--- src/logic/mtx_pkg.sv ---
package mtx_pkg;

  // phase and sample widths
  localparam int PHASE_WIDTH    = 24;
  localparam int SAMPLE_WIDTH   = 16;                // two's complement sin/cos
  localparam int LUT_ADDR_WIDTH = 8;                 // quarter table address bits
  localparam int LUT_DATA_WIDTH = SAMPLE_WIDTH - 1;  // unsigned magnitude
  localparam int LUT_DEPTH      = 1 << LUT_ADDR_WIDTH;
  localparam int LUT_AMPL       = 32767;
  localparam real LUT_PI        = 3.14159265358979;

  // quarter table entry i = round(32767 * sin(pi/2 * (i + 0.5) / 256))
  // the half-step offset keeps the mirrored cosine read exact

  // frame shape
  localparam int NUM_SYMBOLS        = 16;
  localparam int SAMPLES_PER_SYMBOL = 1280;
  localparam int SAMPLE_CNT_WIDTH   = $clog2(SAMPLES_PER_SYMBOL);
  localparam int SYMBOL_CNT_WIDTH   = $clog2(NUM_SYMBOLS);
  localparam logic [SAMPLE_CNT_WIDTH-1:0] LAST_SAMPLE =
    SAMPLE_CNT_WIDTH'(SAMPLES_PER_SYMBOL - 1);
  localparam logic [SYMBOL_CNT_WIDTH-1:0] LAST_SYMBOL =
    SYMBOL_CNT_WIDTH'(NUM_SYMBOLS - 1);

  // tone parameters
  localparam logic [PHASE_WIDTH-1:0] START_PH     = (1 << (PHASE_WIDTH - 1))
                                                  + (1 << (PHASE_WIDTH - 2));
  localparam logic [PHASE_WIDTH-1:0] NPH_SHIFT    = 1 << (PHASE_WIDTH - 2);
  localparam logic [PHASE_WIDTH-1:0] START_PH_INC = 16384;
  localparam logic [PHASE_WIDTH-1:0] DPH_INC      = 16384;

  // credit port
  localparam int CREDIT_WIDTH = 4;
  localparam logic [CREDIT_WIDTH-1:0] INIT_CREDITS = 4'd8;  // receiver buffer depth

  typedef enum logic [1:0] {
    PH_HOLD        = 2'd0,
    PH_STEP        = 2'd1,
    PH_NEXT_SYMBOL = 2'd2,
    PH_NEW_FRAME   = 2'd3
  } ph_op_e;

  typedef enum logic {
    ST_IDLE = 1'b0,
    ST_RUN  = 1'b1
  } seq_state_e;

  typedef struct packed {
    ph_op_e op;
    logic   last_in_symbol;
    logic   last_in_frame;
  } ph_cmd_t;

  typedef struct packed {
    logic [SAMPLE_WIDTH-1:0] sin;
    logic [SAMPLE_WIDTH-1:0] cos;
    logic                    last_in_symbol;
    logic                    last_in_frame;
  } mtx_sample_t;

endpackage

--- src/logic/mtx_seq_ctrl.sv ---
`timescale 1ns/1ps

module mtx_seq_ctrl (
  input  logic             clk,
  input  logic             reset,
  input  logic             run,
  input  logic             credit_return,
  output mtx_pkg::ph_cmd_t cmd,
  output logic             cmd_valid,
  output logic             busy
);

  mtx_pkg::seq_state_e                     state;
  logic [mtx_pkg::SAMPLE_CNT_WIDTH-1:0]    sample_cnt;
  logic [mtx_pkg::SYMBOL_CNT_WIDTH-1:0]    symbol_cnt;
  logic [mtx_pkg::CREDIT_WIDTH-1:0]        credits;
  logic                                    issue;
  logic                                    last_in_symbol;
  logic                                    last_in_frame;

  assign issue          = (state == mtx_pkg::ST_RUN) && (credits != '0);
  assign last_in_symbol = (sample_cnt == mtx_pkg::LAST_SAMPLE);
  assign last_in_frame  = last_in_symbol && (symbol_cnt == mtx_pkg::LAST_SYMBOL);

  // opcode per issued sample
  always_comb begin
    cmd.op = mtx_pkg::PH_HOLD;
    if (issue) begin
      if (sample_cnt != '0) begin
        cmd.op = mtx_pkg::PH_STEP;
      end else if (symbol_cnt == '0) begin
        cmd.op = mtx_pkg::PH_NEW_FRAME;
      end else begin
        cmd.op = mtx_pkg::PH_NEXT_SYMBOL;
      end
    end
    cmd.last_in_symbol = issue && last_in_symbol;
    cmd.last_in_frame  = issue && last_in_frame;
  end

  assign cmd_valid = issue;
  assign busy      = (state == mtx_pkg::ST_RUN);

  always_ff @(posedge clk) begin
    if (reset) begin
      state      <= mtx_pkg::ST_IDLE;
      sample_cnt <= '0;
      symbol_cnt <= '0;
    end else begin
      case (state)
        mtx_pkg::ST_IDLE: begin
          if (run) begin
            state <= mtx_pkg::ST_RUN;  // counters already at frame start
          end
        end
        mtx_pkg::ST_RUN: begin
          if (issue) begin
            if (last_in_symbol) begin
              sample_cnt <= '0;
              if (last_in_frame) begin
                symbol_cnt <= '0;
                if (!run) begin
                  state <= mtx_pkg::ST_IDLE;  // stop only at frame end
                end
              end else begin
                symbol_cnt <= symbol_cnt + 1'b1;
              end
            end else begin
              sample_cnt <= sample_cnt + 1'b1;
            end
          end
        end
        default: state <= mtx_pkg::ST_IDLE;
      endcase
    end
  end

  // one credit spent per issue, one regained per return
  always_ff @(posedge clk) begin
    if (reset) begin
      credits <= mtx_pkg::INIT_CREDITS;
    end else if (issue && !credit_return) begin
      credits <= credits - 1'b1;
    end else if (!issue && credit_return) begin
      credits <= credits + 1'b1;
    end
  end

  // the receiver can never hand back more than it was given
  a_credit_bound: assert property (
    @(posedge clk) disable iff (reset)
    credits <= mtx_pkg::INIT_CREDITS
  ) else $error("credit count above INIT_CREDITS");

  a_no_return_when_full: assert property (
    @(posedge clk) disable iff (reset)
    credit_return |-> (credits != mtx_pkg::INIT_CREDITS)
  ) else $error("credit_return with no sample outstanding");

endmodule

--- config.mk ---
export PLATFORM = sky130hd
export DESIGN_NAME = mtx_seq_ctrl
export DESIGN_NICKNAME = d
export VERILOG_FILES = /design/src/logic/mtx_pkg.sv /design/src/logic/mtx_seq_ctrl.sv
export SDC_FILE = /design/constraint.sdc
export NUM_CORES = 1
export LEC_CHECK = 0
export BUFFER_PORTS_ARGS = -buffer_cell sky130_fd_sc_hd__buf_2
export CELL_PAD_IN_SITES_DETAIL_PLACEMENT = 1
export CELL_PAD_IN_SITES_GLOBAL_PLACEMENT = 2
export CORE_MARGIN = 2
export CORE_UTILIZATION = 38
export CTS_CLUSTER_SIZE = 28
export DETAILED_ROUTE_END_ITERATION = 8
export HOLD_SLACK_MARGIN = 0.08
export PLACE_DENSITY_LB_ADDON = 0.05
export RECOVER_POWER = 25
export SYNTH_ARGS = -nofsm -noshare
export SYNTH_HDL_FRONTEND = slang
export SYNTH_SLANG_ARGS = --single-unit
--- constraint.sdc ---
create_clock -name clk -period 4.57 [get_ports clk]
set_clock_uncertainty 0.15 [all_clocks]
set_input_delay 0.2285 -clock clk [delete_from_list [all_inputs] [get_ports clk]]
set_output_delay 0.2285 -clock clk [all_outputs]
set_load 0.05 [all_outputs]
==> metrics.md <==
| Metric | Value |
|---|---|
| Overall routing resource usage | `16.5%` |
| Post-synth cell types | `32` |
| Hold path start | `reset` |
| Max clock buf depth | `2` |
| Worst-Margin Slew | `796 ps` |
| Worst Path Required | `4660 ps` |
| Fmax | `327 MHz` |
| Core Rows | `19` |
| TritonCTS Buffers | `3` |
| Worst r2r path cells | `9` |
| Power Total | `0.000370 W` |
| Fin. Hold Viols | `0` |
| Slew headroom | `46.8%` |
| Root buffer cell | `clkbuf_4` |
| Routed len/inst | `14.0 um` |
| Worst R2R Setup Slack | `1520 ps` |
| Hold Crit Depth | `2` |
| Mapped Cells | `130` |
| DRT antenna net count | `0` |
| Slew Viols, Final | `0` |
| TNS Setup | `0 ps` |
| Fin crit share | `66.8%` |
| I/O pin cnt | `10` |
| Layout cell share with drive strength beyond 1 | `11.3%` |
| Initial antenna violation count | `0` |
| Post-synthesis sequential area ratio | `35.7%` |
| Port Buf Inserts | `9` |
| Critical path arrival | `3140 ps` |
| Via/cell ratio | `5.33` |
| Syn_nets | `141` |
| Routability cong. | `0.799` |
| H-tree depth reported by CTS | `1` |
| Initial Utilization | `40.3%` |
| Final setup fails | `0` |
| Final core occ | `44.0%` |
| CTS Sinks | `20` |
| Number of global-route vias before repair | `939` |
| CTS tree | `done` |
| Final min period | `3050 ps` |
| Number of synthesized flops with an enable pin | `0` |
| Core area | `2780 sq um` |
| Power Dens Cells | `303 nW/um^2` |
| Worst Setup SP | `credits[2]$_SDFFE_PP0P_` |
| VDD IR-drop max | `0.153 mV` |
| CTS clock-pin slew for the worst setup and hold paths | `110 ps` |
| Resized cells post-CTS | `0` |
| Hold WC Path Type | `in2reg` |
| Die area | `3400 sq um` |
| DP HPWL | `1770 um` |
| Unrepaired setup endpoints after global routing | `no` |
| Crit Path Class | `reg2reg` |
| DP Cell Count | `167` |
| Drt drc | `0` |
| Detailed Route Iter0 Violations | `30` |
| Total grt overflow | `0` |
| N_diodes | `0` |
| Mapped Avg Cell Area | `8.62 sq um` |
| Synthesis-to-layout area growth | `9.15%` |
| Synth warn | `0` |
| Leak | `0.474 nW` |
| Post-CTS setup buffers | `0` |
| Post-synth top flop | `dfxtp_1` |
| Max-cap violations | `0` |
| Worst flop-to-flop path startpoint | `credits[2]$_SDFFE_PP0P_` |
| DRT Pass-1 Iters | `4` |
| Setup WS pre-CTS | `1480 ps` |
| Largest net degree at the start of global routing | `15` |
| Layout Nets | `153` |
| Worst Slack Setup Final | `1520 ps` |
| Total Wirelength | `2410 um` |
| First-pass GRT wire length | `4330 um` |
| Via count | `916` |
| Status | `complete, no violations` |
| Final Non-Filler Cells | `172` |
| CP Capture Type | `register` |
| CP startpoint kind | `register` |
| Die H | `58.3 um` |
| Synth Register Bits | `20` |
| Synth async-reset ratio | `0%` |
| Clk_lat worst skew | `300 ps` |
| Die width | `58.3 um` |
| Post-synthesis cell area | `1120 sq um` |
| Critical Path Fanout Max | `14` |
-- worst max-delay path, cell delays in order (launching register included) --
cell,delay (ps)
dfxtp_1,390
o41ai_4,800
inv_1,270
ha_1,330
xor2_1,170
ha_1,190
a21oi_1,150
xor2_1,90
or3_1,310
a21oi_1,140
-- cells in the mapped netlist (2+ instances only) --
cell | number | area, sq um
xnor2_1 | 7 | 61.3
o21ai_0 | 2 | 10.0
nand3b_1 | 3 | 22.5
or3_1 | 2 | 12.5
inv_1 | 8 | 30.0
nor2b_1 | 4 | 25.0
nand3_1 | 6 | 30.0
nand4_1 | 2 | 12.5
nand2_1 | 11 | 41.3
nor2_1 | 19 | 71.3
nor3_1 | 4 | 20.0
nor4_1 | 2 | 12.5
mux2i_1 | 4 | 40.0
a21oi_1 | 9 | 45.0
a31oi_1 | 2 | 12.5
dfxtp_1 | 20 | 400
xor2_1 | 4 | 35.0
ha_1 | 7 | 87.6
-- what timing repair did --
action                                 CTS  global route
hold buffers                             1             0
setup endpoints to repair                0             0
endpoints found under the hold margin    1             0
-- layout by cell type (no fill, tap or decap), types with 2 or more instances in the layout --
cell type,n
a21oi_1,9
a31oi_1,2
buf_2,8
clkbuf_4,3
dfxtp_1,20
ha_1,7
inv_1,8
mux2i_1,4
nand2_1,11
nand3_1,6
nand3b_1,3
nand4_1,2
nor2_1,19
nor2b_1,4
nor3_1,4
nor4_1,2
o21ai_0,2
or3_1,2
xnor2_1,7
xor2_1,4
-- through the flow --
step | hold WS, ps | instance area [sq um]
floorplan | 151 | 1120
global placement | 313 | 1180
detailed placement | 327 | 1180
CTS | 99.1 | 1230
global route | 115 | 1220
finish | 107 | 1220
-- report_power, final --
group	internal [W]	switching [W]	total [W]	leakage, nW
logic	0.0000260	0.0000438	0.0000698	0.291
registers	0.000183	0.0000141	0.000197	0.162
clock network	0.0000485	0.0000548	0.000103	0.0210
total	0.000258	0.000113	0.000370	0.474
-- cells by family after synthesis --
kind of cell | share of synthesized area, %
muxes | 3.57
and+or+nand+nor | 28.3
adders and majority gates | 7.81
DFF | 35.7
AOI/OAI and AO/OA | 11.3
buffers and inverters | 4.69
xor gates and xnor gates | 8.59
-- metal layers --
layer	GRT usage (%)	part of all wire (%)	wire, um	vias up
met5	0	0	0	-
met4	5.98	0.67	16	0
met3	1.98	1.8	44	2
met2	27.6	47	1140	6
met1	21.7	50	1210	437
li1	-	-	-	471
-- registers in the layout, indices dropped and copies added (netlist names) --
| register | count |
|---|---|
| busy | 1 |
| credits | 4 |
| sample_cnt | 11 |
| symbol_cnt | 4 |
-- worst paths after layout --
check	to
max reg2reg	credits[2]$_SDFFE_PP0P_
min reg2reg	sample_cnt[0]$_SDFFE_PP0P_
max	credits[2]$_SDFFE_PP0P_
min	credits[1]$_SDFFE_PP0P_
-- layout make-up --
class | instances | area, sq um
Fill cell | 339 | 1560
Timing Repair Buffer | 10 | 53.8
Sequential cell | 20 | 400
Clock buffer | 4 | 36.3
Multi-Input combinational cell | 99 | 664
Tap cell | 31 | 38.8
Inverter | 8 | 30.0
No activity file was read; power rests on OpenSTA's default activity.
