==> src/logic/mtx_pkg.sv <==
package mtx_pkg;

  // phase and sample widths
  localparam int PHASE_WIDTH    = 24;
  localparam int SAMPLE_WIDTH   = 16;                // two's complement sin/cos
  localparam int LUT_ADDR_WIDTH = 8;                 // quarter table address bits
  localparam int LUT_DATA_WIDTH = SAMPLE_WIDTH - 1;  // unsigned magnitude
  localparam int LUT_DEPTH      = 1 << LUT_ADDR_WIDTH;
  localparam int LUT_AMPL       = 32767;
  localparam real LUT_PI        = 3.14159265358979;

  // quarter table entry i = round(32767 * sin(pi/2 * (i + 0.5) / 256))
  // the half-step offset keeps the mirrored cosine read exact

  // frame shape
  localparam int NUM_SYMBOLS        = 16;
  localparam int SAMPLES_PER_SYMBOL = 1280;
  localparam int SAMPLE_CNT_WIDTH   = $clog2(SAMPLES_PER_SYMBOL);
  localparam int SYMBOL_CNT_WIDTH   = $clog2(NUM_SYMBOLS);
  localparam logic [SAMPLE_CNT_WIDTH-1:0] LAST_SAMPLE =
    SAMPLE_CNT_WIDTH'(SAMPLES_PER_SYMBOL - 1);
  localparam logic [SYMBOL_CNT_WIDTH-1:0] LAST_SYMBOL =
    SYMBOL_CNT_WIDTH'(NUM_SYMBOLS - 1);

  // tone parameters
  localparam logic [PHASE_WIDTH-1:0] START_PH     = (1 << (PHASE_WIDTH - 1))
                                                  + (1 << (PHASE_WIDTH - 2));
  localparam logic [PHASE_WIDTH-1:0] NPH_SHIFT    = 1 << (PHASE_WIDTH - 2);
  localparam logic [PHASE_WIDTH-1:0] START_PH_INC = 16384;
  localparam logic [PHASE_WIDTH-1:0] DPH_INC      = 16384;

  // credit port
  localparam int CREDIT_WIDTH = 4;
  localparam logic [CREDIT_WIDTH-1:0] INIT_CREDITS = 4'd8;  // receiver buffer depth

  typedef enum logic [1:0] {
    PH_HOLD        = 2'd0,
    PH_STEP        = 2'd1,
    PH_NEXT_SYMBOL = 2'd2,
    PH_NEW_FRAME   = 2'd3
  } ph_op_e;

  typedef enum logic {
    ST_IDLE = 1'b0,
    ST_RUN  = 1'b1
  } seq_state_e;

  typedef struct packed {
    ph_op_e op;
    logic   last_in_symbol;
    logic   last_in_frame;
  } ph_cmd_t;

  typedef struct packed {
    logic [SAMPLE_WIDTH-1:0] sin;
    logic [SAMPLE_WIDTH-1:0] cos;
    logic                    last_in_symbol;
    logic                    last_in_frame;
  } mtx_sample_t;

endpackage

==> src/logic/mtx_phase_acc.sv <==
`timescale 1ns/1ps

module mtx_phase_acc (
  input  logic                            clk,
  input  logic                            reset,
  input  mtx_pkg::ph_cmd_t                cmd,
  input  logic                            cmd_valid,
  output logic [mtx_pkg::PHASE_WIDTH-1:0] phase,
  output logic                            phase_valid,
  output logic                            last_in_symbol,
  output logic                            last_in_frame
);

  logic [mtx_pkg::PHASE_WIDTH-1:0] ph_inc;       // per-sample step of current symbol
  logic [mtx_pkg::PHASE_WIDTH-1:0] start_phase;  // start phase of next symbol

  always_ff @(posedge clk) begin
    if (reset) begin
      phase       <= mtx_pkg::START_PH;
      ph_inc      <= mtx_pkg::START_PH_INC;
      start_phase <= mtx_pkg::START_PH - mtx_pkg::NPH_SHIFT;
      phase_valid <= 1'b0;
    end else begin
      phase_valid <= 1'b0;
      if (cmd_valid) begin
        case (cmd.op)
          mtx_pkg::PH_STEP: begin
            phase       <= phase + ph_inc;  // wraps mod 2^24
            phase_valid <= 1'b1;
          end
          mtx_pkg::PH_NEXT_SYMBOL: begin
            phase       <= start_phase;
            ph_inc      <= ph_inc + mtx_pkg::DPH_INC;  // one tone step up
            start_phase <= start_phase - mtx_pkg::NPH_SHIFT;
            phase_valid <= 1'b1;
          end
          mtx_pkg::PH_NEW_FRAME: begin
            phase       <= mtx_pkg::START_PH;
            ph_inc      <= mtx_pkg::START_PH_INC;
            start_phase <= mtx_pkg::START_PH - mtx_pkg::NPH_SHIFT;
            phase_valid <= 1'b1;
          end
          default: begin
            phase_valid <= 1'b0;  // hold keeps all registers
          end
        endcase
      end
    end
  end

  // flags ride with the phase
  always_ff @(posedge clk) begin
    if (cmd_valid) begin
      last_in_symbol <= cmd.last_in_symbol;
      last_in_frame  <= cmd.last_in_frame;
    end
  end

endmodule

==> config.mk <==
export PLATFORM = sky130hd
export DESIGN_NAME = mtx_phase_acc
export DESIGN_NICKNAME = d
export VERILOG_FILES = /design/src/logic/mtx_pkg.sv /design/src/logic/mtx_phase_acc.sv
export SDC_FILE = /design/constraint.sdc
export NUM_CORES = 1
export LEC_CHECK = 0
export ABC_CLOCK_PERIOD_IN_PS = 2250
export BUFFER_PORTS_ARGS = -buffer_cell sky130_fd_sc_hd__buf_2
export CAP_MARGIN = 20
export CORE_ASPECT_RATIO = 1.4
export CORE_UTILIZATION = 53
export DETAILED_ROUTE_END_ITERATION = 8
export PLACE_DENSITY = 0.86
export SLEW_MARGIN = 20
export SYNTH_ARGS = -nofsm -noshare
export SYNTH_HDL_FRONTEND = slang
export SYNTH_SLANG_ARGS = --single-unit
export TNS_END_PERCENT = 100
==> constraint.sdc <==
create_clock -name clk -period 2.25 [get_ports clk]
set_input_delay 0.1125 -clock clk [delete_from_list [all_inputs] [get_ports clk]]
set_output_delay 0.1125 -clock clk [all_outputs]
set_load 0.02 [all_outputs]
==> results of run 1 <==
-- synthesized netlist by cell type, types with 2 or more instances --
master	n	area (sq um)
a21oi_1	12	60.06
a22o_1	4	35.03
a22oi_1	3	22.52
a31oi_1	2	12.51
and2_1	14	87.58
and3_1	2	12.51
buf_6	2	22.52
clkbuf_1	2	7.510
dfxtp_1	36	720.7
edfxtp_1	2	60.06
ha_1	10	125.1
nand2_1	8	30.03
nand2b_1	3	18.77
nand3_1	4	20.02
nand4_1	2	12.51
nor2_1	24	90.09
nor3_1	4	20.02
o21ai_0	9	45.04
o21ai_1	2	10.01
xnor2_1	10	87.58
xor2_1	9	78.83
-- cell type report --
class / count / area, sq um / area share [%]
Inverter: 1 / 3.754 / 0.1877
Clock inverter: 3 / 43.79 / 2.190
Multi-Input combinational cell: 134 / 870.8 / 43.55
Timing Repair Buffer: 35 / 185.2 / 9.262
Tap cell: 37 / 46.29 / 2.315
Sequential cell: 38 / 780.7 / 39.05
Clock buffer: 5 / 68.82 / 3.442
-- sequential cells by signal, summed over array words and instances, names as in the netlist --
| name | flops |
|---|---|
| phase_valid | 1 |
| start_phase | 2 |
| phase | 23 |
| last_in_frame | 1 |
| last_in_symbol | 1 |
| ph_inc | 10 |
-- power by group --
group / internal (uW) / leakage, uW / switching, uW
Sequential: 690 / 0.000311 / 9.25
Combinational: 31.3 / 0.000546 / 52.6
Clock: 330 / 0.0000547 / 251
Total: 1050 / 0.000911 / 313
-- worst register-to-register path, cell delays in order, from the launching register on --
cell and delay, ns:
dfxtp_1 0.40, ha_1 0.30, a211oi_2 0.31, o21bai_2 0.13
a31oi_1 0.21, xnor2_1 0.09, a211o_1 0.25
-- cells by family (layout without fill, tap and decap cells) --
logic type | count (synthesis) | after routing | synth area share, %
buffers and inverters | 6 | 44 | 2.439
xor gates and xnor gates | 19 | 19 | 9.830
adders and majority gates | 10 | 10 | 7.391
and+or+nand+nor | 66 | 66 | 19.37
AOI/OAI and AO/OA | 39 | 39 | 14.86
DFF | 38 | 38 | 46.12
-- path summary, 6_finish.rpt --
path	cells past startpoint	slack (ns)	end
worst min-delay path	3	0.15	ph_inc[14]$_SDFFE_PP1P_
worst min register to register	1	0.46	phase[9]$_SDFFE_PP0P_
worst max-delay path	6	0.45	phase[22]$_SDFFE_PP1P_
worst max register to register	6	0.45	phase[22]$_SDFFE_PP1P_
-- layer usage --
| layer | vias to the layer above | part of all wire [%] | global-route usage (%) |
|---|---|---|---|
| met1 | 620 | 43 | 23.16 |
| met2 | 41 | 50 | 38.68 |
| met5 | - | 0 | 0 |
| li1 | 685 | - | - |
| met3 | 8 | 5.4 | 6.360 |
| met4 | 0 | 2.2 | 12.14 |
-- what timing repair did --
action	CTS	global route
gates resized for setup	0	0
hold endpoints to repair	2	0
hold buffers	2	0
-- metrics by stage --
stage	instances	setup WS, ns
3_3_place_gp	243	0.4859
4_1_cts	253	0.4468
6_report	253	0.4454
5_1_grt	253	0.3576
2_1_floorplan	178	0.4740
3_5_place_dp	243	0.4570
==> flow_metrics.tcl, run 1 <==
set metrics [dict create \
    status "completed" \
    vias 1354 \
    crit_family "compound AO/OA/AOI/OAI gates" \
    ios 34 \
    synth_area_sq_um 1693 \
    crit_path_max_fanout 5 \
    timing_worst_setup_path_type "flip-flop to flip-flop" \
    ir_worst_vdd_v 0.0006090 \
    start_kind "flip-flop" \
    viasPerCell 5.352 \
    start_util_pct 57.11 \
    die_w_microns 49.77 \
    totalWireLength_microns 3284 \
    critical_path_arrival_ns 1.99 \
    ys_ff_latch 38 \
    core.rowCount 23 \
    fill_cells 256 \
    fmax_mhz 554.1 \
    power_uw 1364 \
    crit_buf_inv 0 \
    timing.final.crit_share_pct 80.21 \
    h-tree-depth 2 \
    post_dp_cell_area_sq_um 1867 \
    grt_first_pass_wirelength_microns 5444 \
    hp-class "primary input to flip-flop" \
    worst_pin_slew_ns 0.5802 \
    grt_max_degree 15 \
    root_buffer "clkbuf_8" \
    avgRoutedWirePerCell_microns 12.98 \
    rsz0062_at_grt "false" \
    ctsLongestPathBuffers 2 \
    critPathLaunch "ph_inc[15]$_SDFFE_PP0P_" \
    min-delay-start "cmd[2]" \
    antenna_found_initial 0 \
    drc 0 \
    crit_required_ns 2.44 \
    power.density_nw_per_um2 682.3 \
    synthDistinctLibCells 35 \
    cap_viol_max_count 0 \
    io_buffers 33 \
    antenna_cells 0 \
    synth_nets 195 \
    finClkSkew_ns 0.005662 \
    ys.flop_type "dfxtp_1" \
    crit_path_end_kind "flip-flop" \
    grt_pass1_vias 1250 \
    finalSetupViolCount 0 \
    crit_chain "ha_1 -> a211oi_2 -> o21bai_2 -> a31oi_1 -> xnor2_1 -> a211o_1" \
    area_growth_pct 18.11 \
    overflow 0 \
    synth_warnings 0 \
    postCtsSetupRepairBufs 0 \
    mostFrequentLayoutCells "dfxtp_1 (36), buf_2 (33), nor2_1 (24), and2_1 (14), a21oi_1 (12)" \
    gp_congestion 0.7972 \
    relSlewSlack_pct 61.06 \
    final_layout_size_suffix_gt1_share_pct 20.83 \
    clk_pin_slew_ns 0.07 \
    leakage_uw 0.0009112 \
    cts_buffers 5 \
    period_minus_slack_ns 1.805 \
    drt-initial-drc-count 26 \
    dr.pass1.iters 4 \
    grt_use_total_pct 21.77 \
    r2r-start "ph_inc[15]$_SDFFE_PP0P_" \
    drv_slew 0 \
    fin_util_pct 67.45 \
    synth_edf_count 2 \
    synth_cells 178 \
    cts_tree "yes" \
    slowest_stage "dfxtp_1" \
    synthArstFlopShare_pct 0 \
    hold_viol_final 0 \
    die-area_sq_um 3427 \
    dieHeight_microns 68.87 \
    clock_latency_ns 0.30 \
    hpwl_microns 2364 \
    core_region_area_sq_um 2964 \
    stdcell_area_sq_um 1999 \
    max_stage_delay_ns 0.40 \
    ant_nets 0 \
    hold_slack_ns 0.1546 \
    layout.nets 232 \
    numClockSinks 38 \
    setup-tns-final_ns 0 \
    synth-seq-area-share_pct 46.12 \
    synth_area_per_cell_sq_um 9.511 \
    layout_commonest_cell "dfxtp_1" \
]
Note: power is estimated with default switching activity, not from simulation.
==> run 2: changes to the inputs <==
- ABC_CLOCK_PERIOD_IN_PS: 2250 -> 1800
- clock period: 2.25 -> 1.8 ns (I/O delays scaled with it)
==> run 2 against run 1 <==
  * Global-route usage grew 0.95 points
  * Critical endpoint unchanged
  * Non-clock buffer count grew 3
  * Power grew 17%
  * Cell count grew 1.2%
  * Clock power grew 4.6%
  * Critical path depth is the same
==> flow_metrics.tcl, run 2 (same netlist as run 1, synthesis figures left out) <==
set metrics [dict create \
    ir_worst_vdd_v 0.0008106 \
    io_buffers 33 \
    multi_input_area_sq_um 880.8 \
    cap_viol_max_count 0 \
    slowest_stage "dfxtp_2" \
    period_minus_slack_ns 1.723 \
    pwr-share-comb_pct 7.0 \
    layout_commonest_cell "dfxtp_1" \
    core_region_area_sq_um 2964 \
    drv_slew 0 \
    clk_pin_slew_ns 0.07 \
    clock_power_share_pct 38.2 \
    worst_pin_slew_ns 0.5482 \
    avgRoutedWirePerCell_microns 13.25 \
    h-tree-depth 2 \
    hold_slack_ns 0.1345 \
    start_kind "flip-flop" \
    power.density_nw_per_um2 789.9 \
    postCtsSetupRepairBufs 0 \
    cts_tree "yes" \
    leakage_uw 0.0009198 \
    dr.pass1.iters 5 \
    grt_first_pass_wirelength_microns 5685 \
    min-delay-start "cmd[2]" \
    hpwl_microns 2465 \
    die_w_microns 49.77 \
    largest_register "phase" \
    reg_top3 "phase: 23 flops, ph_inc: 10 flops, start_phase: 2 flops" \
    hp-class "primary input to flip-flop" \
    post-place-ws_ns -0.01280 \
    die-area_sq_um 3427 \
    final_layout_size_suffix_gt1_share_pct 23.29 \
    fill_cells 238 \
    worst_slack_ns 0.07698 \
    antenna_found_initial 0 \
    dieHeight_microns 68.87 \
    crit_required_ns 1.99 \
    use_met3_pct 6.360 \
    root_buffer "clkbuf_8" \
    crit_buf_inv 0 \
    cts_buffers 5 \
    setup-tns-final_ns 0 \
    busiest_layer "met2" \
    grt_use_met2_pct 40.03 \
    crit_chain "ha_2 -> a211oi_4 -> o21bai_2 -> a31oi_1 -> xnor2_1 -> a211o_1" \
    totalWireLength_microns 3393 \
    core.rowCount 23 \
    r2r-start "phase[15]$_SDFFE_PP0P_" \
    seq_area_sq_um 783.3 \
    status "completed" \
    grt_use_total_pct 22.72 \
    grt_pass1_vias 1293 \
    internal-power_uw 1213 \
    sw_frac_of_total_pct 23.86 \
    finClkSkew_ns 0.007210 \
    power_uw 1593 \
    clock_latency_ns 0.30 \
    hold_viol_final 0 \
    critical_path_arrival_ns 1.91 \
    area_growth_pct 19.14 \
    critPathLaunch "phase[15]$_SDFFE_PP0P_" \
    timing_worst_setup_path_type "flip-flop to flip-flop" \
    fmax_mhz 580.4 \
    antenna_cells 0 \
    start_util_pct 57.11 \
    drt-initial-drc-count 49 \
    numClockSinks 38 \
    fin_util_pct 68.05 \
    mostFrequentLayoutCells "dfxtp_1 (34), buf_2 (33), nor2_1 (24), and2_1 (14), a21oi_1 (12)" \
    max_stage_delay_ns 0.33 \
    grt_max_degree 15 \
    rsz0062_at_grt "false" \
    ios 34 \
    met1_usage_pct 24.39 \
    crit_path_end_kind "flip-flop" \
    ant_nets 0 \
    vias 1382 \
    layout.nets 235 \
    viasPerCell 5.398 \
    finalSetupViolCount 0 \
    crit_path_max_fanout 3 \
    timing.final.crit_share_pct 95.72 \
    crit_family "compound AO/OA/AOI/OAI gates" \
    relSlewSlack_pct 63.32 \
    power_frac_seq_pct 54.7 \
    gp_congestion 0.8364 \
    ctsLongestPathBuffers 2 \
    power_switching_uw 380.1 \
    drc 0 \
    overflow 0 \
    largest_register_ffs 23 \
]
-- run 2: changes by cell type in the layout (fill, tap and decap cells not counted) --
cell	delta
clkbuf_8	+1
dfxtp_1	-2
dfxtp_2	+2
ha_2	+1
a211oi_4	+1
ha_1	-1
bufinv_16	-1
o21ai_1	+1
a211oi_2	-1
inv_4	-1
buf_4	+3
o21ai_0	-1
clkinv_2	+1
-- run 2: worst paths after layout --
| kind | end | slack (ns) | cells past startpoint |
|---|---|---|---|
| worst max-delay path | phase[22]$_SDFFE_PP1P_ | 0.08 | 6 |
| worst min-delay path | ph_inc[15]$_SDFFE_PP0P_ | 0.13 | 3 |
| worst max register to register | phase[22]$_SDFFE_PP1P_ | 0.08 | 6 |
| worst min register to register | phase[9]$_SDFFE_PP0P_ | 0.46 | 1 |
-- run 2: power by group through the flow --
stage               registers (uW)  logic [uW]  clock network [uW]
finish                         872         112                 609
global route                   874         125                 657
CTS                            872         110                 625
detailed placement             891         106                   0
global placement               891         103                   0
floorplan                      902        61.9                   0
-- run 2: area by class of cell --
type | instances | area share, %
Sequential cell | 38 | 38.83
Clock inverter | 2 | 0.6203
Timing Repair Buffer | 38 | 10.30
Multi-Input combinational cell | 134 | 43.67
Inverter | 1 | 0.1861
Tap cell | 37 | 2.295
Clock buffer | 6 | 4.094
-- run 2: through the flow --
step | std cells | cell area [sq um]
final | 256 | 2017
after detailed placement | 246 | 1889
after global routing | 256 | 2017
after global placement | 246 | 1889
after floorplan | 178 | 1693
after CTS | 256 | 2004
-- run 2: worst reg2reg max path: cells and delay by family, from the launching register on --
kind / cells / cell delay [ns]
AO/OA/AOI/OAI: 4 / 0.88
XOR/XNOR: 1 / 0.09
adder cells (fa/ha/maj): 1 / 0.32
flip-flops: 1 / 0.33
-- run 2: repair_timing --
action,4_1_cts,5_1_grt
pin swaps,1,3
hold buffers,2,0
setup endpoints to repair,2,2
hold endpoints to repair,2,0
resized for setup,0,5
-- run 2: metal layers --
layer | wire, microns | up-vias | part of all wire (%)
met4 | 77 | 0 | 2.3
met2 | 1658 | 54 | 49
met5 | 0 | - | 0
li1 | - | 694 | -
met3 | 203 | 8 | 6.0
met1 | 1454 | 626 | 43
